$ cat config.mk
export PLATFORM = sky130hd
export DESIGN_NAME = pipe_core
export DESIGN_NICKNAME = d
export VERILOG_FILES = /design/src/core_pkg.sv /design/src/pipe_pkg.sv /design/src/hazard_ctrl.sv /design/src/stage_reg.sv /design/src/reg_file.sv /design/src/decode_stage.sv /design/src/exec_unit.sv /design/src/data_mem.sv /design/src/pipe_core.sv
export SDC_FILE = /design/constraint.sdc
export NUM_CORES = 2
export LEC_CHECK = 0
export BUFFER_PORTS_ARGS = -buffer_cell sky130_fd_sc_hd__buf_2
export CAP_MARGIN = 20
export CELL_PAD_IN_SITES_DETAIL_PLACEMENT = 0
export CELL_PAD_IN_SITES_GLOBAL_PLACEMENT = 1
export CORE_UTILIZATION = 62
export CTS_BUF_LIST = sky130_fd_sc_hd__clkbuf_8
export DETAILED_ROUTE_END_ITERATION = 10
export PLACE_DENSITY_LB_ADDON = 0.05
export SLEW_MARGIN = 10
export SYNTH_ARGS = -nofsm -noshare
export SYNTH_HDL_FRONTEND = slang
export SYNTH_SLANG_ARGS = --single-unit
$ cat constraint.sdc
create_clock -name clk_i -period 9.7 [get_ports clk_i]
set_clock_uncertainty 0.2 [all_clocks]
set_input_delay 0.485 -clock clk_i [delete_from_list [all_inputs] [get_ports clk_i]]
set_output_delay 0.485 -clock clk_i [all_outputs]
set_load 0.005 [all_outputs]
$ cat src/core_pkg.sv
// Instruction set definitions
package core_pkg;

    localparam int xlen      = 32;                 // Data path width
    localparam int imm_w     = 12;                 // Immediate field width
    localparam int mem_words = 16;                 // Data memory depth
    localparam int mem_aw    = $clog2(mem_words);  // Word address bits

    typedef logic [4:0] reg_addr_t;

    // Three-bit operation codes
    typedef enum logic [2:0] {
        op_add  = 3'd0,
        op_sub  = 3'd1,
        op_and  = 3'd2,
        op_xor  = 3'd3,
        op_addi = 3'd4,
        op_mul  = 3'd5,  // Iterative, variable latency
        op_ld   = 3'd6,
        op_st   = 3'd7   // No register write
    } op_e;

    typedef struct packed {
        op_e                     op;
        reg_addr_t               rd;
        reg_addr_t               rs1;
        reg_addr_t               rs2;
        logic signed [imm_w-1:0] imm;
    } instr_t;

endpackage

$ cat src/pipe_pkg.sv
// Pipeline structure definitions
package pipe_pkg;

    localparam int n_stages = 4;

    typedef enum logic [1:0] {
        stg_fetch  = 2'd0,
        stg_decode = 2'd1,
        stg_exec   = 2'd2,
        stg_wb     = 2'd3
    } stage_e;

    typedef enum logic [1:0] {
        fwd_none = 2'd0,  // Register file value
        fwd_exec = 2'd1,
        fwd_wb   = 2'd2
    } fwd_sel_e;

    typedef struct packed {
        core_pkg::op_e                     op;
        core_pkg::reg_addr_t               rd;
        logic                              wr;       // Writes rd
        logic [core_pkg::xlen-1:0]         opa;
        logic [core_pkg::xlen-1:0]         opb;
        logic signed [core_pkg::imm_w-1:0] imm;
        logic [core_pkg::xlen-1:0]         st_data;
    } dx_t;

    typedef struct packed {
        core_pkg::reg_addr_t       rd;
        logic                      wr;
        logic                      is_load;  // Result replaced by memory data
        logic [core_pkg::xlen-1:0] result;
    } xw_t;

    typedef struct packed {
        logic                      valid;
        core_pkg::reg_addr_t       rd;
        logic [core_pkg::xlen-1:0] data;
    } wb_t;

endpackage

$ cat src/hazard_ctrl.sv
// Hazard and pipeline control
`timescale 1ns/1ps

module hazard_ctrl (
    input  logic                clk_i,
    input  logic                rst_i,
    input  logic                mispredict_i,
    input  logic                fetch_ready_i,   // Decode holds a valid instruction
    input  core_pkg::reg_addr_t dec_rs1_i,
    input  core_pkg::reg_addr_t dec_rs2_i,
    input  logic                ex_wr_i,
    input  core_pkg::reg_addr_t ex_rd_i,
    input  logic                ex_ready_i,      // Low while a multi-cycle op runs
    input  logic                ex_fwd_valid_i,  // Low for a load in execute
    input  logic                wb_wr_i,
    input  core_pkg::reg_addr_t wb_rd_i,
    output pipe_pkg::fwd_sel_e  fwd_sel1_o,
    output pipe_pkg::fwd_sel_e  fwd_sel2_o,
    output logic                fetch_stall_o,
    output logic                fetch_flush_o,
    output logic                dec_stall_o,
    output logic                dec_flush_o
);
    import pipe_pkg::*;

    logic [n_stages-1:0] invalid_q;  // Indexed by stage_e
    logic                start_q;
    logic                flush;
    logic                ex_fwd1;
    logic                ex_fwd2;
    logic                wb_fwd1;
    logic                wb_fwd2;

    // Bubbles never forward
    assign ex_fwd1 = ex_wr_i && (dec_rs1_i == ex_rd_i) && (dec_rs1_i != '0)
                     && !invalid_q[stg_exec];
    assign ex_fwd2 = ex_wr_i && (dec_rs2_i == ex_rd_i) && (dec_rs2_i != '0)
                     && !invalid_q[stg_exec];
    assign wb_fwd1 = wb_wr_i && (dec_rs1_i == wb_rd_i) && (dec_rs1_i != '0)
                     && !invalid_q[stg_wb];
    assign wb_fwd2 = wb_wr_i && (dec_rs2_i == wb_rd_i) && (dec_rs2_i != '0)
                     && !invalid_q[stg_wb];

    assign fwd_sel1_o = ex_fwd1 ? fwd_exec : (wb_fwd1 ? fwd_wb : fwd_none);  // Execute first
    assign fwd_sel2_o = ex_fwd2 ? fwd_exec : (wb_fwd2 ? fwd_wb : fwd_none);

    assign fetch_stall_o = !ex_ready_i || (!ex_fwd_valid_i && (ex_fwd1 || ex_fwd2));
    assign dec_stall_o   = fetch_stall_o || !fetch_ready_i;

    assign flush         = mispredict_i || start_q;
    assign fetch_flush_o = flush;
    assign dec_flush_o   = flush;

    always_ff @(posedge clk_i) begin
        if (rst_i) begin
            invalid_q <= '1;
            start_q   <= 1'b1;  // One flush cycle after reset
        end else begin
            start_q               <= 1'b0;
            invalid_q[stg_fetch]  <= 1'b0;
            if (flush) begin
                invalid_q[stg_decode] <= 1'b1;
            end else if (!fetch_stall_o) begin
                invalid_q[stg_decode] <= invalid_q[stg_fetch];
            end
            // Execute keeps its entry while busy
            if (ex_ready_i) begin
                invalid_q[stg_exec] <= (flush || dec_stall_o) ? 1'b1 : invalid_q[stg_decode];
            end
            invalid_q[stg_wb] <= invalid_q[stg_exec] || !ex_ready_i;
        end
    end

endmodule

$ cat src/stage_reg.sv
// Pipeline stage register
`timescale 1ns/1ps

module stage_reg #(
    parameter type payload_t = logic [31:0]
) (
    input  logic     clk_i,
    input  logic     rst_i,
    input  logic     hold_i,     // Keep current contents
    input  logic     kill_i,     // Drop the stage entry
    input  payload_t d_i,
    input  logic     d_valid_i,
    output payload_t q_o,
    output logic     q_valid_o
);

    // Kill wins over hold so a flush reaches a stalled stage
    always_ff @(posedge clk_i) begin
        if (rst_i || kill_i) begin
            q_valid_o <= 1'b0;
        end else if (!hold_i) begin
            q_valid_o <= d_valid_i;
        end
    end

    always_ff @(posedge clk_i) begin
        if (!hold_i) begin
            q_o <= d_i;
        end
    end

endmodule

$ cat src/reg_file.sv
// Integer register file
`timescale 1ns/1ps

module reg_file (
    input  logic                      clk_i,
    input  core_pkg::reg_addr_t       rd_addr1_i,
    input  core_pkg::reg_addr_t       rd_addr2_i,
    input  pipe_pkg::wb_t             wb_i,
    output logic [core_pkg::xlen-1:0] rd_data1_o,
    output logic [core_pkg::xlen-1:0] rd_data2_o
);
    import core_pkg::*;

    localparam int n_regs = 2 ** $bits(reg_addr_t);

    logic [xlen-1:0] regs [n_regs];

    always_ff @(posedge clk_i) begin
        if (wb_i.valid) begin
            regs[wb_i.rd] <= wb_i.data;
        end
    end

    // x0 is hardwired to zero
    assign rd_data1_o = (rd_addr1_i == '0) ? '0 : regs[rd_addr1_i];
    assign rd_data2_o = (rd_addr2_i == '0) ? '0 : regs[rd_addr2_i];

endmodule

$ cat src/decode_stage.sv
// Decode and operand select
`timescale 1ns/1ps

module decode_stage (
    input  core_pkg::instr_t          instr_i,
    input  logic                      instr_valid_i,
    input  logic [core_pkg::xlen-1:0] rf_data1_i,
    input  logic [core_pkg::xlen-1:0] rf_data2_i,
    input  pipe_pkg::fwd_sel_e        fwd_sel1_i,
    input  pipe_pkg::fwd_sel_e        fwd_sel2_i,
    input  logic [core_pkg::xlen-1:0] ex_result_i,
    input  logic [core_pkg::xlen-1:0] wb_data_i,
    output core_pkg::reg_addr_t       rs1_o,
    output core_pkg::reg_addr_t       rs2_o,
    output pipe_pkg::dx_t             dx_o
);
    import core_pkg::*;
    import pipe_pkg::*;

    logic [xlen-1:0] op1;
    logic [xlen-1:0] op2;

    function automatic logic [xlen-1:0] pick_operand(
        input fwd_sel_e        sel,
        input logic [xlen-1:0] rf_val,
        input logic [xlen-1:0] ex_val,
        input logic [xlen-1:0] wb_val
    );
        case (sel)
            fwd_exec: return ex_val;
            fwd_wb:   return wb_val;
            default:  return rf_val;
        endcase
    endfunction

    assign rs1_o = instr_i.rs1;
    assign rs2_o = instr_i.rs2;

    assign op1 = pick_operand(fwd_sel1_i, rf_data1_i, ex_result_i, wb_data_i);
    assign op2 = pick_operand(fwd_sel2_i, rf_data2_i, ex_result_i, wb_data_i);

    always_comb begin
        dx_o.op      = instr_i.op;
        dx_o.rd      = instr_i.rd;
        // Stores and x0 targets never write back
        dx_o.wr      = instr_valid_i && (instr_i.op != op_st) && (instr_i.rd != '0);
        dx_o.opa     = op1;
        dx_o.opb     = op2;
        dx_o.imm     = instr_i.imm;
        dx_o.st_data = op2;  // Store data comes from rs2
    end

endmodule

$ cat src/exec_unit.sv
// Execute unit with iterative multiplier
`timescale 1ns/1ps

module exec_unit (
    input  logic                        clk_i,
    input  logic                        rst_i,
    input  pipe_pkg::dx_t               dx_i,
    input  logic                        dx_valid_i,
    output pipe_pkg::xw_t               xw_o,
    output logic                        ready_o,
    output logic                        fwd_valid_o,
    output logic [core_pkg::xlen-1:0]   result_o,
    output logic                        mem_we_o,
    output logic [core_pkg::mem_aw-1:0] mem_addr_o,
    output logic [core_pkg::xlen-1:0]   mem_wdata_o
);
    import core_pkg::*;

    logic            is_mul;
    logic            mul_busy_q;
    logic            mul_done_q;
    logic [xlen-1:0] acc_q;
    logic [xlen-1:0] mcand_q;
    logic [xlen-1:0] mplier_q;
    logic [xlen-1:0] imm_ext;
    logic [xlen-1:0] addr_sum;
    logic [xlen-1:0] alu_res;

    assign is_mul   = dx_valid_i && (dx_i.op == op_mul);
    assign imm_ext  = {{(xlen-imm_w){dx_i.imm[imm_w-1]}}, dx_i.imm};
    assign addr_sum = dx_i.opa + imm_ext;  // ADDI and memory address

    always_comb begin
        case (dx_i.op)
            op_add:  alu_res = dx_i.opa + dx_i.opb;
            op_sub:  alu_res = dx_i.opa - dx_i.opb;
            op_and:  alu_res = dx_i.opa & dx_i.opb;
            op_xor:  alu_res = dx_i.opa ^ dx_i.opb;
            op_mul:  alu_res = acc_q;
            default: alu_res = addr_sum;
        endcase
    end

    // Shift-and-add, stops once no multiplier bits remain
    always_ff @(posedge clk_i) begin
        if (rst_i) begin
            mul_busy_q <= 1'b0;
            mul_done_q <= 1'b0;
        end else if (is_mul && !mul_busy_q && !mul_done_q) begin
            mul_busy_q <= 1'b1;
        end else if (mul_busy_q) begin
            if (mplier_q[xlen-1:1] == '0) begin
                mul_busy_q <= 1'b0;
                mul_done_q <= 1'b1;  // Product ready next cycle
            end
        end else begin
            mul_done_q <= 1'b0;
        end
    end

    always_ff @(posedge clk_i) begin
        if (is_mul && !mul_busy_q && !mul_done_q) begin
            acc_q    <= '0;
            mcand_q  <= dx_i.opa;
            mplier_q <= dx_i.opb;
        end else if (mul_busy_q) begin
            if (mplier_q[0]) begin
                acc_q <= acc_q + mcand_q;
            end
            mcand_q  <= mcand_q << 1;
            mplier_q <= mplier_q >> 1;
        end
    end

    assign ready_o     = !(is_mul && !mul_done_q);
    assign fwd_valid_o = !(dx_valid_i && (dx_i.op == op_ld));  // Load data only in writeback
    assign result_o    = alu_res;
    assign mem_we_o    = dx_valid_i && (dx_i.op == op_st);
    assign mem_addr_o  = addr_sum[mem_aw-1:0];  // Wraps within memory depth
    assign mem_wdata_o = dx_i.st_data;

    always_comb begin
        xw_o.rd      = dx_i.rd;
        xw_o.wr      = dx_i.wr;
        xw_o.is_load = (dx_i.op == op_ld);
        xw_o.result  = alu_res;
    end

endmodule

$ cat src/data_mem.sv
// Word-addressed data memory
`timescale 1ns/1ps

module data_mem (
    input  logic                        clk_i,
    input  logic                        rst_i,
    input  logic                        we_i,
    input  logic [core_pkg::mem_aw-1:0] addr_i,
    input  logic [core_pkg::xlen-1:0]   wdata_i,
    output logic [core_pkg::xlen-1:0]   rdata_o
);
    import core_pkg::*;

    logic [xlen-1:0] mem [mem_words];

    always_ff @(posedge clk_i) begin
        if (rst_i) begin
            for (int i = 0; i < mem_words; i++) begin
                mem[i] <= '0;
            end
        end else if (we_i) begin
            mem[addr_i] <= wdata_i;
        end
    end

    // Registered read lands in the writeback cycle
    always_ff @(posedge clk_i) begin
        rdata_o <= mem[addr_i];
    end

endmodule

$ cat src/pipe_core.sv
// Four-stage pipeline core
`timescale 1ns/1ps

module pipe_core (
    input  logic             clk_i,
    input  logic             rst_i,
    input  core_pkg::instr_t instr_i,
    input  logic             instr_valid_i,  // Fetch ready level
    input  logic             flush_i,        // Mispredict pulse
    output logic             fetch_stall_o,
    output pipe_pkg::wb_t    wb_o
);
    import core_pkg::*;
    import pipe_pkg::*;

    instr_t            f_instr;
    logic              f_valid;
    dx_t               dx_d;
    dx_t               dx_q;
    logic              dx_valid;
    xw_t               xw_d;
    xw_t               xw_q;
    logic              xw_valid;
    reg_addr_t         dec_rs1;
    reg_addr_t         dec_rs2;
    fwd_sel_e          fwd_sel1;
    fwd_sel_e          fwd_sel2;
    logic              fetch_flush;
    logic              dec_stall;
    logic              dec_flush;
    logic              ex_ready;
    logic              ex_fwd_valid;
    logic [xlen-1:0]   ex_result;
    logic [xlen-1:0]   rf_data1;
    logic [xlen-1:0]   rf_data2;
    logic              mem_we;
    logic [mem_aw-1:0] mem_addr;
    logic [xlen-1:0]   mem_wdata;
    logic [xlen-1:0]   mem_rdata;

    hazard_ctrl u_hazard (
        .clk_i(clk_i), .rst_i(rst_i), .mispredict_i(flush_i), .fetch_ready_i(f_valid),
        .dec_rs1_i(dec_rs1), .dec_rs2_i(dec_rs2), .ex_wr_i(dx_q.wr), .ex_rd_i(dx_q.rd),
        .ex_ready_i(ex_ready), .ex_fwd_valid_i(ex_fwd_valid),
        .wb_wr_i(wb_o.valid), .wb_rd_i(wb_o.rd),
        .fwd_sel1_o(fwd_sel1), .fwd_sel2_o(fwd_sel2), .fetch_stall_o(fetch_stall_o),
        .fetch_flush_o(fetch_flush), .dec_stall_o(dec_stall), .dec_flush_o(dec_flush)
    );

    stage_reg #(.payload_t(instr_t)) u_fetch_reg (
        .clk_i(clk_i), .rst_i(rst_i), .hold_i(fetch_stall_o), .kill_i(fetch_flush),
        .d_i(instr_i), .d_valid_i(instr_valid_i), .q_o(f_instr), .q_valid_o(f_valid)
    );

    reg_file u_rf (
        .clk_i(clk_i), .rd_addr1_i(dec_rs1), .rd_addr2_i(dec_rs2), .wb_i(wb_o),
        .rd_data1_o(rf_data1), .rd_data2_o(rf_data2)
    );

    decode_stage u_decode (
        .instr_i(f_instr), .instr_valid_i(f_valid), .rf_data1_i(rf_data1),
        .rf_data2_i(rf_data2), .fwd_sel1_i(fwd_sel1), .fwd_sel2_i(fwd_sel2),
        .ex_result_i(ex_result), .wb_data_i(wb_o.data),
        .rs1_o(dec_rs1), .rs2_o(dec_rs2), .dx_o(dx_d)
    );

    // Busy execute holds its entry, a flush only drops the incoming one
    stage_reg #(.payload_t(dx_t)) u_dx_reg (
        .clk_i(clk_i), .rst_i(rst_i), .hold_i(!ex_ready), .kill_i(dec_flush && ex_ready),
        .d_i(dx_d), .d_valid_i(f_valid && !dec_stall), .q_o(dx_q), .q_valid_o(dx_valid)
    );

    exec_unit u_exec (
        .clk_i(clk_i), .rst_i(rst_i), .dx_i(dx_q), .dx_valid_i(dx_valid), .xw_o(xw_d),
        .ready_o(ex_ready), .fwd_valid_o(ex_fwd_valid), .result_o(ex_result),
        .mem_we_o(mem_we), .mem_addr_o(mem_addr), .mem_wdata_o(mem_wdata)
    );

    data_mem u_dmem (
        .clk_i(clk_i), .rst_i(rst_i), .we_i(mem_we), .addr_i(mem_addr),
        .wdata_i(mem_wdata), .rdata_o(mem_rdata)
    );

    stage_reg #(.payload_t(xw_t)) u_xw_reg (
        .clk_i(clk_i), .rst_i(rst_i), .hold_i(1'b0), .kill_i(!ex_ready),
        .d_i(xw_d), .d_valid_i(dx_valid), .q_o(xw_q), .q_valid_o(xw_valid)
    );

    always_comb begin
        wb_o.valid = xw_valid && xw_q.wr;
        wb_o.rd    = xw_q.rd;
        wb_o.data  = xw_q.is_load ? mem_rdata : xw_q.result;  // Load value from memory
    end

endmodule

==> impl_metrics.toml <==
[run_status]
status = "finished clean"

[synthesis]
synthDistinctLibCells = 81
synth_warnings = 0
syn_area_mm2 = 0.0881
syn_inst = 5286
synth-seq-cells = 1837
yosysSeqAreaShare = 0.612
syn_nets = 5449
avgSynthCellArea_um2 = 16.7
ys.flop_type = "edfxtp_1"
synth_edf_count = 1715
synthArstFlopShare = 0

[power]
intPower_uw = 13800
seqPwrFrac = 0.503
power_frac_comb = 0.168
power.share.clock = 0.328
ir_drop_v = 0.000201
p_switching_uw = 5490
power_density_mw_per_mm2 = 199
p_leak_uw = 0.0336
swShare = 0.285

[detailed_routing]
viasPerCell = 6.99
dr.first_iter.drc_count = 7513
drcViolationCount = 0
vias = 53000
drtPass1Iterations = 8
antenna_left = 0
wl_per_cell_um = 35.0
routed_wl_mm = 265

[placed_design]
finalWeightedCongestion = 0.929
place_inst = 6961
port_buffers = 72
dpl_cell_area_mm2 = 0.0907
dp_hpwl_mm = 155

[grt]
antenna_found_initial = 15
overflow = 0
grt_use_total = 0.376
grt_pass1_vias = 52800
grt_pass1_wl_mm = 376
grt_max_degree = 111

[finish]
final_common_cell = "edfxtp_1"
fill_cells = 9334
drive_gt1_frac = 0.271
final_area_mm2 = 0.0968
stdcell_count = 7576
syn2layout_area_growth_pct = 9.87
final_cell_mix = "edfxtp_1, mux4_2, and2_1, clkbuf_8, nand2_1"
seqCellArea_mm2 = 0.0540
multi_input_area_mm2 = 0.0326
final_nets = 5617

[timing]
max_clock_freq_mhz = 172
hold_violations = 0
slew_headroom = 0.238
rsz0062_at_grt = "false"
tightest_slew_ns = 1.14
setup_viol = 0
min_period_ns = 5.82
finalCritPeriodShare = 0.600
fin_setup_tns_ns = 0
slew_violations = 0

[clock_network]
cts_tree = "yes"
cts_max_level = 5
cts_num_sinks = 1837
cts_setup_buffers = 0
clockBufferDepth = 4
cts-root-buf = "clkbuf_8"
numCtsBuffers = 315
clk_pin_slew_ns = 0.06
clock_latency_ns = 1.05

[critical_path]
cp-end-kind = "flop"
worstSetupStartpointType = "flop"
timing.critical_path.arrival_ns = 6.34
path_class = "reg2reg"
cp.required_ns = 10.22
ff2ff_setup_slack_ns = 3.88
critPathMaxFanout = 18

[run]
timing.max_cap.violations = 0

[min_path]
hold_class = "in2reg"

[die]
io_pins = 73
initial_core_util = 0.628
die-area_mm2 = 0.144
rows = 137
die_width_um = 379
core_mm2 = 0.140
fp.dieH_um = 379
## through the flow
stage                     total power [uW]  utilization  setup WS, ns  hold WS (ns)
final                                19300        0.691          3.88        0.0480
after global routing                 19800        0.690          3.49        0.0245
after CTS                            19200        0.689          3.94      0.000236
after detailed placement             13000        0.647          3.96         0.203
after global placement               13000        0.647          3.98         0.202
after floorplan                      11700            -          4.52         0.149
## Yosys cell counts, drive strengths merged, types with 22 or more instances
cell type / number / area (um2)
inv: 76 / 285
o21ai: 121 / 606
mux2: 49 / 552
xnor2: 62 / 543
nand4: 25 / 156
a21o: 31 / 233
nor2: 160 / 601
mux4: 800 / 18000
nand3: 45 / 225
a21oi: 155 / 776
nand2: 296 / 1120
edfxtp: 1715 / 51500
nor2b: 28 / 183
clkbuf: 304 / 1140
nor4: 37 / 274
and2: 492 / 3080
xor2: 56 / 490
or2: 22 / 138
mux2i: 87 / 871
nand2b: 31 / 194
nor3: 55 / 280
buf: 111 / 523
dfxtp: 122 / 2440
o221ai: 22 / 193
ha: 126 / 1580
a211oi: 31 / 233
## critical path, cell delays in order, from the launching register on
cell and delay (ns):
edfxtp_1 0.48, clkinv_1 0.35, ha_1 0.30, nand3b_1 0.13, nand3b_1 0.25, or4_1 0.58, nand2b_1 0.22, o31ai_1 0.29
xor2_1 0.11, ha_1 0.48, nand4_1 0.23, a2111oi_4 0.47, nor3_2 0.12, or3_2 0.50, xnor2_1 0.16, a221o_2 0.37
a221o_1 0.32
## cell families (layout without fill, tap and decap cells)
kind of cell | after synthesis | in the layout | synth area share
adders and majority gates | 129 | 129 | 0.0186
muxes | 936 | 936 | 0.221
buffers and inverters | 493 | 882 | 0.0222
DFF | 1837 | 1837 | 0.612
AOI/OAI and AO/OA | 528 | 528 | 0.0394
other | 0 | 25 | 0
and+or+nand+nor | 1245 | 1245 | 0.0754
xor gates and xnor gates | 118 | 118 | 0.0117
## state kept, by name, indices dropped and copies added (netlist names), named ones only
signal	count
u_fetch_reg.q_valid_o	1
u_dmem.mem	512
u_exec.mul_busy_q	1
u_dx_reg.q_o	85
u_xw_reg.q_valid_o	1
u_dx_reg.q_valid_o	1
u_exec.acc_q	32
u_exec.mplier_q	32
u_fetch_reg.q_o	30
u_rf.regs	1024
u_xw_reg.q_o	39
u_hazard.invalid_q	4
u_exec.mcand_q	32
u_exec.mul_done_q	1
u_dmem.rdata_o	32
## power groups by stage
stage / combinational [uW] / sequential (uW) / clock, uW
3_3_place_gp: 3120 / 9840 / 0
5_1_grt: 3420 / 9700 / 6680
4_1_cts: 3170 / 9690 / 6370
2_1_floorplan: 2110 / 9570 / 0
3_5_place_dp: 3140 / 9850 / 0
6_report: 3240 / 9700 / 6320
## metal layers
| metal | part of all wire | GRT usage |
|---|---|---|
| met1 | 0.37 | 0.512 |
| met2 | 0.48 | 0.593 |
| met3 | 0.11 | 0.0770 |
| met4 | 0.043 | 0.168 |
| met5 | 0.00049 | 0 |
## final cells by class
| cell class | count | share of cell area |
|---|---|---|
| Antenna cell | 25 | 0.000646 |
| Clock buffer | 331 | 0.0471 |
| Clock inverter | 207 | 0.00963 |
| Inverter | 78 | 0.00305 |
| Multi-Input combinational cell | 2956 | 0.337 |
| Sequential cell | 1837 | 0.557 |
| Tap cell | 1876 | 0.0242 |
| Timing Repair Buffer | 266 | 0.0212 |
## worst paths after layout
| check | startpoint | end | cells after the start |
|---|---|---|---|
| max reg2reg | u_dx_reg.q_o[44] | u_dx_reg.q_o[102] | 16 |
| min reg2reg | u_dx_reg.q_o[108] | u_xw_reg.q_o[33] | 0 |
| min | instr_i[3] | u_fetch_reg.q_o[3] | 2 |
| max | u_dx_reg.q_o[44] | u_dx_reg.q_o[102] | 16 |
## repair_timing
item / CTS / global route
hold buffers: 49 / 0
hold endpoints to repair: 47 / 0
gates resized for setup: 0 / 0
setup endpoints to repair: 0 / 0
Note: power is estimated with default switching activity, not from simulation.
